<file path="config.mk">
export PLATFORM = sky130hd
export DESIGN_NAME = bubble_emulator_top
export DESIGN_NICKNAME = d
export VERILOG_FILES = /design/src/bubble_geom_pkg.sv /design/src/bubble_ctrl_pkg.sv /design/src/bubble_access_if.sv /design/src/bubble_access_fsm.sv /design/src/bubble_rotation_counter.sv /design/src/bubble_page_store.sv /design/src/bubble_shifter.sv /design/src/bubble_emulator_top.sv
export VERILOG_INCLUDE_DIRS = /design/src
export SDC_FILE = /design/constraint.sdc
export NUM_CORES = 1
export LEC_CHECK = 0
export ABC_AREA = 1
export ABC_CLOCK_PERIOD_IN_PS = 2500
export BUFFER_PORTS_ARGS = -buffer_cell sky130_fd_sc_hd__buf_2
export CAP_MARGIN = 15
export CORE_ASPECT_RATIO = 1.25
export CORE_MARGIN = 4
export CORE_UTILIZATION = 59
export CTS_BUF_LIST = sky130_fd_sc_hd__clkbuf_4
export DETAILED_ROUTE_END_ITERATION = 6
export PLACE_DENSITY_LB_ADDON = 0.2
export SLEW_MARGIN = 10
export SYNTH_ARGS = -nofsm -noshare
export SYNTH_HDL_FRONTEND = slang
export SYNTH_SLANG_ARGS = --single-unit
export TNS_END_PERCENT = 100
</file>
<file path="constraint.sdc">
create_clock -name temperature_low -period 2.5 [get_ports temperature_low]
set_input_delay 0.75 -clock temperature_low [delete_from_list [all_inputs] [get_ports temperature_low]]
set_output_delay 0.75 -clock temperature_low [all_outputs]
set_load 0.05 [all_outputs]
</file>
<file path="src/bubble_defines.svh">
`ifndef BUBBLE_DEFINES_SVH
`define BUBBLE_DEFINES_SVH

// Page store geometry
`define BUBBLE_PAGES      16
`define BUBBLE_PAGE_WORDS 4

// Page forced by the replicator while bootloop is on
`define BUBBLE_BOOT_PAGE  0

// Word width, split evenly over the two data lines
`define BUBBLE_WORD_BITS  16

`endif

</file>
<file path="src/bubble_geom_pkg.sv">
`include "bubble_defines.svh"

package bubble_geom_pkg;

    typedef logic [$clog2(`BUBBLE_PAGES)-1:0]          page_idx_t;
    typedef logic [$clog2(`BUBBLE_PAGE_WORDS)-1:0]     word_idx_t;
    typedef logic [$clog2(`BUBBLE_WORD_BITS / 2)-1:0]  bit_idx_t; // Shift step within a word

    typedef struct packed {
        logic [`BUBBLE_WORD_BITS/2-1:0] hi; // Line 1
        logic [`BUBBLE_WORD_BITS/2-1:0] lo; // Line 0
    } page_bytes_t;

    // Loader writes bytes, shifter reads lanes[line][step]
    typedef union packed {
        page_bytes_t                         bytes;
        logic [1:0][`BUBBLE_WORD_BITS/2-1:0] lanes;
    } page_word_u;

endpackage

</file>
<file path="src/bubble_ctrl_pkg.sv">
package bubble_ctrl_pkg;

    // Access sequencing
    typedef enum logic [1:0] {
        IDLE     = 2'd0, // No page selected
        FETCH    = 2'd1, // First word on its way from the store
        SHIFTING = 2'd2  // Accepting shift strobes
    } access_state_e;

    // Replicator request as seen by the FSM
    typedef struct packed {
        bubble_geom_pkg::page_idx_t page;
        logic                       bootloop; // Overrides page
    } access_cmd_t;

endpackage

</file>
<file path="src/bubble_access_if.sv">
interface bubble_access_if;

    logic                       fetch;
    bubble_geom_pkg::page_idx_t fetch_page;
    bubble_geom_pkg::word_idx_t word_idx;
    logic                       word_ready;
    logic                       shift_en;
    logic                       advance_word;
    logic                       page_end;
    logic                       clear;

    modport fsm (
        output fetch, fetch_page, shift_en, clear,
        input  word_ready, advance_word, page_end
    );

    modport counter (
        input  shift_en, clear,
        output word_idx, advance_word, page_end
    );

    modport store (
        input  fetch, fetch_page, word_idx,
        output word_ready
    );

    modport shifter (
        input  word_ready, shift_en, clear
    );

endinterface

</file>
<file path="src/bubble_access_fsm.sv">
`include "bubble_defines.svh"

module bubble_access_fsm (
    input  logic                        temperature_low,
    input  logic                        rst,
    input  logic                        rep_strobe,
    input  bubble_ctrl_pkg::access_cmd_t cmd,
    input  logic                        shift_strobe,
    output logic                        page_active,
    bubble_access_if.fsm                acc
);

    bubble_ctrl_pkg::access_state_e state_q;
    bubble_ctrl_pkg::access_state_e state_d;
    bubble_geom_pkg::page_idx_t     page_q;
    logic                           rep_accept;
    logic                           prefetch_q; // Next word requested by the counter
    logic                           end_q;      // Last bit went out last cycle

    assign rep_accept  = rep_strobe && (state_q == bubble_ctrl_pkg::IDLE);
    assign page_active = (state_q != bubble_ctrl_pkg::IDLE);

    assign acc.clear      = rep_accept;
    assign acc.fetch_page = page_q;

    // First word is requested once, later words by prefetch
    assign acc.fetch = ((state_q == bubble_ctrl_pkg::FETCH) && !acc.word_ready) || prefetch_q;

    // Hold off shifts while the page is closing
    assign acc.shift_en = shift_strobe && (state_q == bubble_ctrl_pkg::SHIFTING) && !end_q;

    always_comb
    begin
        state_d = state_q;
        case (state_q)
            bubble_ctrl_pkg::IDLE:
            begin
                if (rep_accept)
                begin
                    state_d = bubble_ctrl_pkg::FETCH;
                end
            end
            bubble_ctrl_pkg::FETCH:
            begin
                if (acc.word_ready)
                begin
                    state_d = bubble_ctrl_pkg::SHIFTING;
                end
            end
            bubble_ctrl_pkg::SHIFTING:
            begin
                if (end_q)
                begin
                    state_d = bubble_ctrl_pkg::IDLE; // page_active drops one cycle after last bit
                end
            end
            default:
            begin
                state_d = bubble_ctrl_pkg::IDLE;
            end
        endcase
    end

    always_ff @(posedge temperature_low)
    begin
        if (rst)
        begin
            state_q    <= bubble_ctrl_pkg::IDLE;
            page_q     <= '0;
            prefetch_q <= 1'b0;
            end_q      <= 1'b0;
        end
        else
        begin
            state_q    <= state_d;
            prefetch_q <= acc.advance_word && !acc.page_end;
            end_q      <= acc.page_end;
            if (rep_accept)
            begin
                // Bootloop pins the replicator to one page
                page_q <= cmd.bootloop ? bubble_geom_pkg::page_idx_t'(`BUBBLE_BOOT_PAGE)
                                       : cmd.page;
            end
        end
    end

endmodule

</file>
<file path="src/bubble_rotation_counter.sv">
`include "bubble_defines.svh"

module bubble_rotation_counter (
    input  logic            temperature_low,
    input  logic            rst,
    bubble_access_if.counter acc
);

    localparam bubble_geom_pkg::word_idx_t LAST_WORD =
        bubble_geom_pkg::word_idx_t'(`BUBBLE_PAGE_WORDS - 1);

    bubble_geom_pkg::bit_idx_t  bit_q;
    bubble_geom_pkg::word_idx_t word_q;
    logic                       last_bit;
    logic                       last_word;

    assign last_bit  = (bit_q == '1);
    assign last_word = (word_q == LAST_WORD);

    assign acc.word_idx     = word_q;
    assign acc.advance_word = acc.shift_en && last_bit;
    assign acc.page_end     = acc.advance_word && last_word; // Final bit pair of the page

    always_ff @(posedge temperature_low)
    begin
        if (rst || acc.clear)
        begin
            bit_q  <= '0;
            word_q <= '0;
        end
        else if (acc.shift_en)
        begin
            bit_q <= bit_q + 1'b1; // Wraps after the eighth step
            if (last_bit)
            begin
                word_q <= word_q + 1'b1;
            end
        end
    end

endmodule

</file>
<file path="src/bubble_page_store.sv">
`include "bubble_defines.svh"

module bubble_page_store (
    input  logic                        temperature_low,
    input  logic                        load_strobe,
    input  bubble_geom_pkg::page_idx_t  load_page,
    input  bubble_geom_pkg::word_idx_t  load_word,
    input  logic [`BUBBLE_WORD_BITS-1:0] load_data,
    bubble_access_if.store              acc,
    output bubble_geom_pkg::page_word_u rd_word
);

    localparam int DEPTH = `BUBBLE_PAGES * `BUBBLE_PAGE_WORDS;

    bubble_geom_pkg::page_word_u mem [DEPTH];
    bubble_geom_pkg::page_word_u wr_word;

    // Low byte feeds line 0, high byte line 1
    always_comb
    begin
        wr_word.bytes.hi = load_data[`BUBBLE_WORD_BITS-1:`BUBBLE_WORD_BITS/2];
        wr_word.bytes.lo = load_data[`BUBBLE_WORD_BITS/2-1:0];
    end

    always_ff @(posedge temperature_low)
    begin
        if (load_strobe)
        begin
            mem[{load_page, load_word}] <= wr_word;
        end
    end

    // One cycle read latency
    always_ff @(posedge temperature_low)
    begin
        if (acc.fetch)
        begin
            rd_word <= mem[{acc.fetch_page, acc.word_idx}];
        end
    end

    always_ff @(posedge temperature_low)
    begin
        acc.word_ready <= acc.fetch; // Single cycle pulse per fetch
    end

endmodule

</file>
<file path="src/bubble_shifter.sv">
module bubble_shifter (
    input  logic                        temperature_low,
    input  logic                        rst,
    input  bubble_geom_pkg::page_word_u rd_word,
    bubble_access_if.shifter            acc,
    output logic                        dout0,
    output logic                        dout1,
    output logic                        dout_valid
);

    bubble_geom_pkg::page_word_u word_q;
    bubble_geom_pkg::page_word_u cur_word;
    bubble_geom_pkg::bit_idx_t   bit_q; // Mirrors the counter's bit position

    // A shift can land on the same edge as the prefetched word
    always_comb
    begin
        cur_word = acc.word_ready ? rd_word : word_q;
    end

    always_ff @(posedge temperature_low)
    begin
        if (acc.word_ready)
        begin
            word_q <= rd_word;
        end
    end

    always_ff @(posedge temperature_low)
    begin
        if (rst)
        begin
            bit_q      <= '0;
            dout0      <= 1'b0;
            dout1      <= 1'b0;
            dout_valid <= 1'b0;
        end
        else
        begin
            dout_valid <= acc.shift_en;
            if (acc.clear)
            begin
                bit_q <= '0;
            end
            else if (acc.shift_en)
            begin
                // LSB first on both lines
                dout0 <= cur_word.lanes[0][bit_q];
                dout1 <= cur_word.lanes[1][bit_q];
                bit_q <= bit_q + 1'b1;
            end
        end
    end

endmodule

</file>
<file path="src/bubble_emulator_top.sv">
`include "bubble_defines.svh"

module bubble_emulator_top (
    input  logic                                    temperature_low,
    input  logic                                    rst,

    input  logic                                    load_strobe,
    input  logic [$clog2(`BUBBLE_PAGES)-1:0]        load_page,
    input  logic [$clog2(`BUBBLE_PAGE_WORDS)-1:0]   load_word,
    input  logic [`BUBBLE_WORD_BITS-1:0]            load_data,

    input  logic                                    rep_strobe,
    input  logic [$clog2(`BUBBLE_PAGES)-1:0]        rep_page,
    input  logic                                    bootloop,

    input  logic                                    shift_strobe,

    output logic                                    dout0,
    output logic                                    dout1,
    output logic                                    dout_valid,
    output logic                                    page_active
);

    bubble_access_if              acc ();
    bubble_ctrl_pkg::access_cmd_t cmd;
    bubble_geom_pkg::page_word_u  rd_word;
    logic                         load_en;

    assign cmd.page     = rep_page;
    assign cmd.bootloop = bootloop;
    assign load_en      = load_strobe && !page_active; // No loads during a page read

    bubble_access_fsm i_fsm (
        .temperature_low (temperature_low),
        .rst             (rst),
        .rep_strobe      (rep_strobe),
        .cmd             (cmd),
        .shift_strobe    (shift_strobe),
        .page_active     (page_active),
        .acc             (acc.fsm)
    );

    bubble_rotation_counter i_counter (
        .temperature_low (temperature_low),
        .rst             (rst),
        .acc             (acc.counter)
    );

    bubble_page_store i_store (
        .temperature_low (temperature_low),
        .load_strobe     (load_en),
        .load_page       (load_page),
        .load_word       (load_word),
        .load_data       (load_data),
        .acc             (acc.store),
        .rd_word         (rd_word)
    );

    bubble_shifter i_shifter (
        .temperature_low (temperature_low),
        .rst             (rst),
        .rd_word         (rd_word),
        .acc             (acc.shifter),
        .dout0           (dout0),
        .dout1           (dout1),
        .dout_valid      (dout_valid)
    );

endmodule

</file>
-- Word level (Yosys, flattened, before mapping)
Memories as Yosys holds them, arrays and structs flattened. A register that Yosys moved wholly into a read port is not among the register bits.
Index checks and enable logic that the tools add are counted.
- reduce and logical (&&, ||, !) cells: 20
- bitwise gates (word level): 1
- add/subtract/negate cells: 3
- mux-type cells: 12
- order comparisons: 1
- eq/ne operators: 7
- operator list (cell ; count):
    $mux 16 ; 1
    $logic_and 1x1->1 ; 8
    $add 3x1->3 const B ; 2
    $bmux 1 s3 ; 2
    $mux 2 ; 3
    $ne 2x1->1 const B ; 3
    $pmux 2 s3 ; 1
    $eq 2x2->1 const B ; 2
    $logic_not 1->1 ; 4
    $lt 3x4->1 const B ; 1
    $mux 1 ; 4
    $mux 4 ; 1
    $reduce_and 2->1 ; 2
    $eq 3x3->1 const B ; 1
    $reduce_and 3->1 ; 1
    $add 2x1->2 const B ; 1
    $eq 2x1->1 const B ; 1
    $logic_not 2->1 ; 1
    $logic_or 1x1->1 ; 2
    $reduce_bool 2->1 ; 1
    $reduce_or 2->1 ; 1
    $not 1->1 ; 1
- flip-flop bits (word level): 36
- output and inout port bits: 4
- memories: 1
- logic and storage cells: 57
- bits in writable memories: 1024
- memory list (memory ; depth ; width ; rd ports ; clocked after Yosys merged registers in ; write ports ; line ; text):
    i_store.mem ; 64 ; 16 ; 1 ; 1 ; 1 ; bubble_page_store.sv:15 ; bubble_geom_pkg::page_word_u mem [DEPTH];

-- Longest topological paths before layout
Gate-level depths: netlist of run 1.
- depth in word-level cells: 7
- mapped depth: 11

-- By module
Synthesis of run 1 repeated with hierarchy kept, for this count alone.
- cell total of the unflattened synthesis: 3733
- area total of the unflattened synthesis: 43878.3 um^2
- modules (own cells, without submodules) (module ; times used ; cells each ; area an instance (um^2)):
    bubble_page_store ; 1 ; 3518 ; 42279.3
    bubble_shifter ; 1 ; 127 ; 965.9
    bubble_access_fsm ; 1 ; 52 ; 357.8
    bubble_rotation_counter ; 1 ; 34 ; 265.3
    bubble_emulator_top ; 1 ; 2 ; 10.0

-- Worst setup path after synthesis of run 1
OpenSTA, ideal clock, no wires.
- kind: input -> register
- from: in load_strobe
- to: mem i_store.mem[0][0] (netlist bit), enable pin
- required time: 2.111 ns
- setup slack: -0.019 ns
- path buffers: 0
- arrival time: 2.131 ns
- cell stages on the path: 4
- path through: inv_1 > nor2_1 > nand4_1 > nor2_1
- cells in the longest elaborated chain, start to end: 3
- RTL lines (item ; line ; text):
    start, declared ; bubble_emulator_top.sv:7 ; input logic load_strobe,
    $logic_and 1x1->1 ; bubble_emulator_top.sv:31 ; assign load_en = load_strobe && !page_active;
    $mux 1 ; bubble_page_store.sv:27 ; if (load_strobe)
    $mux 1 (not written as such) ; bubble_page_store.sv:29 ; mem[{load_page, load_word}] <= wr_word;
    end, declared ; bubble_page_store.sv:15 ;
Every way passes these cells.

-- Worst setup path in the final report of run 1
- from: reg i_fsm.state_q[1]
- to: out page_active
- cells in the longest elaborated chain, start to end: 1
- RTL lines (item ; line ; text):
    start, declared ; bubble_access_fsm.sv:13 ; bubble_ctrl_pkg::access_state_e state_q;
    start signal, assigned ; bubble_access_fsm.sv:68 ; state_q <= bubble_ctrl_pkg::IDLE;
    start signal, assigned ; bubble_access_fsm.sv:75 ; state_q <= state_d;
    $reduce_bool 2->1 ; bubble_access_fsm.sv:21 ; assign page_active = (state_q != bubble_ctrl_pkg::IDLE);
    end, declared ; bubble_emulator_top.sv:21 ; output logic page_active
Every way passes these cells.

==> results of run 1 <==
[final timing paths]
check                             from                   end  cells after the start
max                   i_fsm.state_q[1]           page_active                      3
min                      load_data[12]   i_store.mem[24][12]                      1
max reg2reg  i_counter.acc.word_idx[1]    i_store.rd_word[0]                      9
min reg2reg       i_shifter.word_q[14]  i_shifter.word_q[14]                      2
[through the flow]
step,util [%],area (um^2)
detailed placement,62.8,45900
global placement,62.8,45900
CTS,67.1,49100
global route,67.1,49100
finish,67.1,49100
floorplan,-,43500
[kinds of logic (layout without fill, tap and decap cells)]
group	after synthesis	in the layout	synth area share [%]
xor+xnor	1	1	0.0201
other cells	0	1	0
compound gates	18	18	0.218
flops	1076	1076	73.4
simple gates	2348	2348	22.9
fa+ha+maj	4	4	0.115
buf+inv	256	701	3.38
[flip-flops by register name, indices dropped and copies added (netlist names), 2 cells and up]
name,count
i_store.mem,1024
i_shifter.word_q,16
i_store.rd_word,16
i_fsm.acc.fetch_page,4
i_counter.bit_q,3
i_shifter.bit_q,3
i_counter.acc.word_idx,2
i_fsm.state_q,2
[where the power goes]
group / switching [mW] / total [mW] / internal [mW]
Sequential: 0.0630 / 20.0 / 19.9
Combinational: 0.972 / 1.32 / 0.344
Clock: 6.65 / 13.2 / 6.51
[cell type report]
cell class / instances / area (um^2) / share of cell area [%]
diodes: 1 / 2.50 / 0.00509
repair buffers: 238 / 2700 / 5.49
flip-flops and latches: 1076 / 32000 / 65.1
clock inverters: 101 / 494 / 1.01
clock buffers: 334 / 2510 / 5.10
inverters: 28 / 123 / 0.250
multi-input cells: 2371 / 10100 / 20.6
well taps: 960 / 1200 / 2.45
[cell usage in the layout (no fill, tap or decap), types with 8 or more instances in the layout]
cell type / count
edfxtp_1: 1040
a21oi_1: 8
dlygate4sd3_1: 13
inv_1: 21
inv_2: 11
nor2_1: 74
buf_12: 75
nand2_1: 1361
o21ai_0: 8
buf_2: 31
dfxtp_1: 28
clkinv_2: 25
nand4_1: 8
clkbuf_4: 334
clkinv_1: 65
buf_4: 116
nand3_1: 899
[worst register-to-register path: cells and delay by family, from the launching register on]
family	cells	cell delay, ns
and+or+nand+nor	7	1.01
buffers and inverters	2	0.62
DFF	1	0.42
[what timing repair did]
action                                 in CTS  in global routing
hold buffers                               13                  0
pin swaps                                   1                  1
setup buffers                               2                  0
endpoints found under the hold margin      33                  0
gates resized for setup                    15                  1
setup endpoints to repair                   4                  1
[cell usage after synthesis]
| master | count | area (um^2) |
|---|---|---|
| nand2_1 | 1361 | 5110 |
| edfxtp_1 | 1040 | 31200 |
| nand3_1 | 899 | 4500 |
| buf_2 | 123 | 616 |
| nor2_1 | 75 | 282 |
| buf_6 | 43 | 484 |
| dfxtp_1 | 36 | 721 |
| clkbuf_1 | 32 | 120 |
| inv_1 | 24 | 90.1 |
| buf_1 | 21 | 78.8 |
| buf_4 | 9 | 67.6 |
| a21oi_1 | 8 | 40.0 |
| nand4_1 | 8 | 50.1 |
| o21ai_0 | 8 | 40.0 |
| ha_1 | 4 | 50.1 |
| clkinv_1 | 2 | 7.51 |
| inv_2 | 2 | 7.51 |
| nor3_1 | 2 | 10.0 |
| a211oi_1 | 1 | 7.51 |
| and2_1 | 1 | 6.26 |
| and3_1 | 1 | 6.26 |
| nor4_1 | 1 | 6.26 |
| o211ai_1 | 1 | 7.51 |
| xor2_1 | 1 | 8.76 |
[metal layers]
metal  wire length (um)  vias up
met4               4780        0
met2              55500     1610
met5                  0        -
met3              10900      269
li1                   -    13664
met1              42200    13869
==> qor.txt, run 1 <==
Global-route wire length before repair = 172000 um
Slowest CP cell = dfxtp_2
Setup violators final = 1
Pwr per Cell Area = 702 nW/um^2
Antenna violations before repair = 1
Routing usage on met1 = 38.5%
Fmax achieved = 0.398 GHz
Hold crit path type = in -> reg
Dpl ws = 0.0265 ns
CP delay by family, top = flip-flops
Final Cycle Share = 100%
Grt met3 use = 5.85%
Drt wl/cell = 22.2 um
# IOs = 36
Critical Path AT = 1.76 ns
Post-route ant nets = 0
Crit-path cells = nor2_4 -> inv_2 -> buf_8
R2r setup slk = 0.18 ns
CTS clk-pin slew, worst paths = 0.08 ns
Dpl hpwl = 67800 um
Die Area = 78200 um^2
Maximum clock insertion buffer count = 3
Post-Syn Nets = 3739
CTS Buf Count = 238
Layout fillers = 5390
Total power = 34.5 mW
Critical Path Sink Type = primary output
Busiest metal layer after global routing = met2
Slew HR = 63.8%
Clock root buffer = clkbuf_4
Outcome = finished with violations
Max-cap violations = 0
Setup_tns = -0.0113 ns
Iter 0 DRT Violations = 3755
First drt pass iteration count = 5
WS Path Type = reg -> out
Req. time, crit path = 1.75 ns
Synth cell types = 24
Layout Nets = 3989
Register area share after synthesis = 73.4%
Leak pwr = 18.1 nW
Failing checks = setup timing
Crit start category = flip-flop
CP max FO = 2
Worst VDD drop = 0.000456 V
Core area = 73200 um^2
# port buffers = 35
Final period demand of the worst path = 2.51 ns
Vias in the first global route = 29024
GRT Resource Usage Total = 29.1%
Via count = 29412
Layout cell share with drive strength beyond 1 = 14.7%
Post-route setup slack = -0.0113 ns
Yosys reg bits = 1076
Syn Area/Cell = 11.8 um^2
Hold slack = 0.179 ns
Largest net degree at the start of global routing = 99
RePlAce Congestion = 0.879
Later-pin clock latency in the skew report = 1.10 ns
Die Wd = 251 um
Cell count after synthesis = 3703
DRC violations left = 0
M2 GR Usage = 47.0%
Max incr delay on CP = 0.34 ns
Syn. warnings = 0
Area Overhead vs Synth = 12.8%
H-tree depth = 4
Via/cell ratio = 5.76
CTS tree = built
Post-synthesis cell area = 43500 um^2
Die Y = 312 um
CTS Sinks = 1076
Final WL = 113000 um
Placed Cells incl. Taps = 4658
Pins Over Slew Limit = 0
Layout Cells excl Fill = 5109
Row cnt = 111
Worst slew pin tran = 0.542 ns
Final Hold Violating Endpoints = 0
Crit path buffers/inverters = 2
GRT overflow = 0
Starting density of the core = 59.5%
Clk_skew = 0.0669 ns
RSZ-0062 raised after global routing = yes
Power figures use the tool's default switching activity.
==> run 2: changes to the inputs <==
--- a/config.mk
+++ b/config.mk
@@ -15,6 +15,7 @@
 export CORE_UTILIZATION = 59
 export CTS_BUF_LIST = sky130_fd_sc_hd__clkbuf_4
 export DETAILED_ROUTE_END_ITERATION = 6
+export GPL_TIMING_DRIVEN = 0
 export PLACE_DENSITY_LB_ADDON = 0.2
 export SLEW_MARGIN = 10
 export SYNTH_ARGS = -nofsm -noshare
==> run 2 against run 1 <==
The run ends with DRC, setup timing left; clock skew up 0.038 ns; clock power up 5%; setup slack worse by 0.018 ns; final area up 1.4%; global-route usage up 4.6 points; via count up 6.2%; utilization up 0.94 points; largest cell class unchanged.
==> qor.txt, run 2 (synthesis results as in run 1) <==
DRC violations left = 1
Hold crit path type = in -> reg
Maximum clock insertion buffer count = 4
First drt pass iteration count = 7
Leading cell type in the layout, fill and taps excluded = nand2_1
Global-route wire length before repair = 190000 um
Failing checks = DRC, setup timing
Crit start category = flip-flop
Comb power frac = 4.0%
Final Hold Violating Endpoints = 0
Layout cell share with drive strength beyond 1 = 18.0%
CP delay by family, top = flip-flops
Slew HR = 27.8%
Post-route setup slack = -0.0289 ns
GRT overflow = 0
Clock root buffer = clkbuf_4
Max incr delay on CP = 0.34 ns
Dpl ws = -1.53 ns
Final WL = 132000 um
Leak pwr = 18.4 nW
CTS tree = built
Final Cycle Share = 101%
Die Y = 312 um
Int Pwr = 27.4 mW
Die Wd = 251 um
Outcome = finished with violations
Switch share = 22.4%
Antenna violations before repair = 5
Vias in the first global route = 30346
Post-route ant nets = 0
Critical Path Sink Type = primary output
Largest reg by FF count = i_store.mem
Largest register FFs = 1024
Dpl hpwl = 88100 um
Largest registers = i_store.mem: 1024 flops, i_shifter.word_q: 16 flops, i_store.rd_word: 16 flops
Max-cap violations = 0
# IOs = 36
WS Path Type = reg -> out
CP startpoint = i_fsm.state_q[1]
M2 GR Usage = 54.2%
RSZ-0062 raised after global routing = yes
Critical Path AT = 1.78 ns
Crit path buffers/inverters = 2
Busiest metal layer after global routing = met2
CTS clk-pin slew, worst paths = 0.07 ns
Worst VDD drop = 0.000474 V
Drt wl/cell = 25.3 um
Slowest CP cell = dfxtp_2
Pins Over Slew Limit = 0
Iter 0 DRT Violations = 3879
Design area = 49800 um^2
Clk_skew = 0.104 ns
CP max FO = 2
Req. time, crit path = 1.75 ns
Routing usage on met1 = 40.7%
Pwr per Cell Area = 708 nW/um^2
H-tree depth = 5
Clock Power Share = 39.3%
Area Overhead vs Synth = 14.4%
Hold Path Origin = load_data[10]
Layout fillers = 5256
Row cnt = 111
Switching power = 7.89 mW
Starting density of the core = 59.5%
Grt met3 use = 7.65%
Reg2Reg Launch Point = i_counter.acc.word_idx[1]
Sequential share of power = 56.7%
Via/cell ratio = 5.96
Setup violators final = 2
CTS Sinks = 1076
Later-pin clock latency in the skew report = 1.16 ns
Crit-path cells = nor2_4 -> inv_2 -> buf_8
Core area = 73200 um^2
CTS Buf Count = 275
Most frequent cells in the layout = 1361 x nand2_1, 1040 x edfxtp_1, 897 x nand3_1, 387 x clkbuf_4, 128 x buf_2
# port buffers = 34
RePlAce Congestion = 0.960
Via count = 31233
Final period demand of the worst path = 2.53 ns
Placed cell area = 46000 um^2
GRT Resource Usage Total = 33.6%
Layout Nets = 4149
Largest net degree at the start of global routing = 65
Worst slew pin tran = 1.08 ns
Die Area = 78200 um^2
Fmax achieved = 0.395 GHz
[run 2: cell types whose count changed in the layout (fill, tap and decap cells not counted), sizes merged, moves of 4 or more]
cell | previous run | this run
clkbuf | 334 | 420
diode | 1 | 5
clkinv | 90 | 53
buf | 225 | 305
dlygate4sd3 | 13 | 18
inv | 36 | 29
[run 2: metrics by stage]
| step | setup TNS, ns | hold slack [ns] | total power [mW] | util (%) | std cells |
|---|---|---|---|---|---|
| 2_1_floorplan | -19.64 | 0.414 | 20.9 | - | 3703 |
| 3_3_place_gp | -1712.53 | 0.424 | 21.6 | 61.4 | 4697 |
| 3_5_place_dp | -1104.90 | 0.433 | 21.6 | 62.8 | 4749 |
| 4_1_cts | -0.154 | 0.00447 | 35.3 | 67.8 | 5229 |
| 5_1_grt | -0.225 | 0.0551 | 36.5 | 68.0 | 5236 |
| 6_report | -0.0442 | 0.115 | 35.3 | 68.1 | 5238 |
[run 2: power by group through the flow]
stage / Sequential, mW / Clock, mW / Combinational (mW)
floorplan: 20.4 / 0 / 0.490
global placement: 20.4 / 0 / 1.17
detailed placement: 20.4 / 0 / 1.26
CTS: 20.0 / 14.0 / 1.33
global route: 20.0 / 15.0 / 1.46
finish: 20.0 / 13.9 / 1.39
[run 2: path summary, 6_finish.rpt]
check,cells after the start,endpoint,slack [ns]
max,3,page_active,-0.03
min,1,i_store.mem[9][10],0.11
min reg2reg,2,i_shifter.word_q[13],0.45
max reg2reg,11,i_store.rd_word[0],-0.02
[run 2: per-layer routing]
metal	vias up	wire length (um)
met5	-	13
met4	2	10200
met3	434	12800
met2	1900	63200
met1	14904	46100
li1	13993	-
[run 2: final cells by class]
cell class	count	area, um^2	area share (%)
Inverter	28	105	0.211
Clock buffer	382	2870	5.76
Tap cell	960	1200	2.41
Timing Repair Buffer	134	1530	3.07
Clock inverter	55	249	0.500
Buffer	227	1410	2.83
Multi-Input combinational cell	2371	10500	21.0
Antenna cell	5	12.5	0.0251
Sequential cell	1076	32000	64.2
[run 2: worst register-to-register path, delay by kind of cell, from the launching register on]
kind / cells / cell delay, ns
AND/OR/NAND/NOR: 7 / 0.93
flip-flops: 1 / 0.31
buffers and inverters: 4 / 1.05
[run 2: repair_timing]
action                                  in CTS  in global routing
hold buffers                                18                  0
endpoints found under the setup margin    1041                563
endpoints found under the hold margin       69                  0
gates resized for setup                     47                 37
pin swaps                                    7                  2
setup buffers                               25                  5
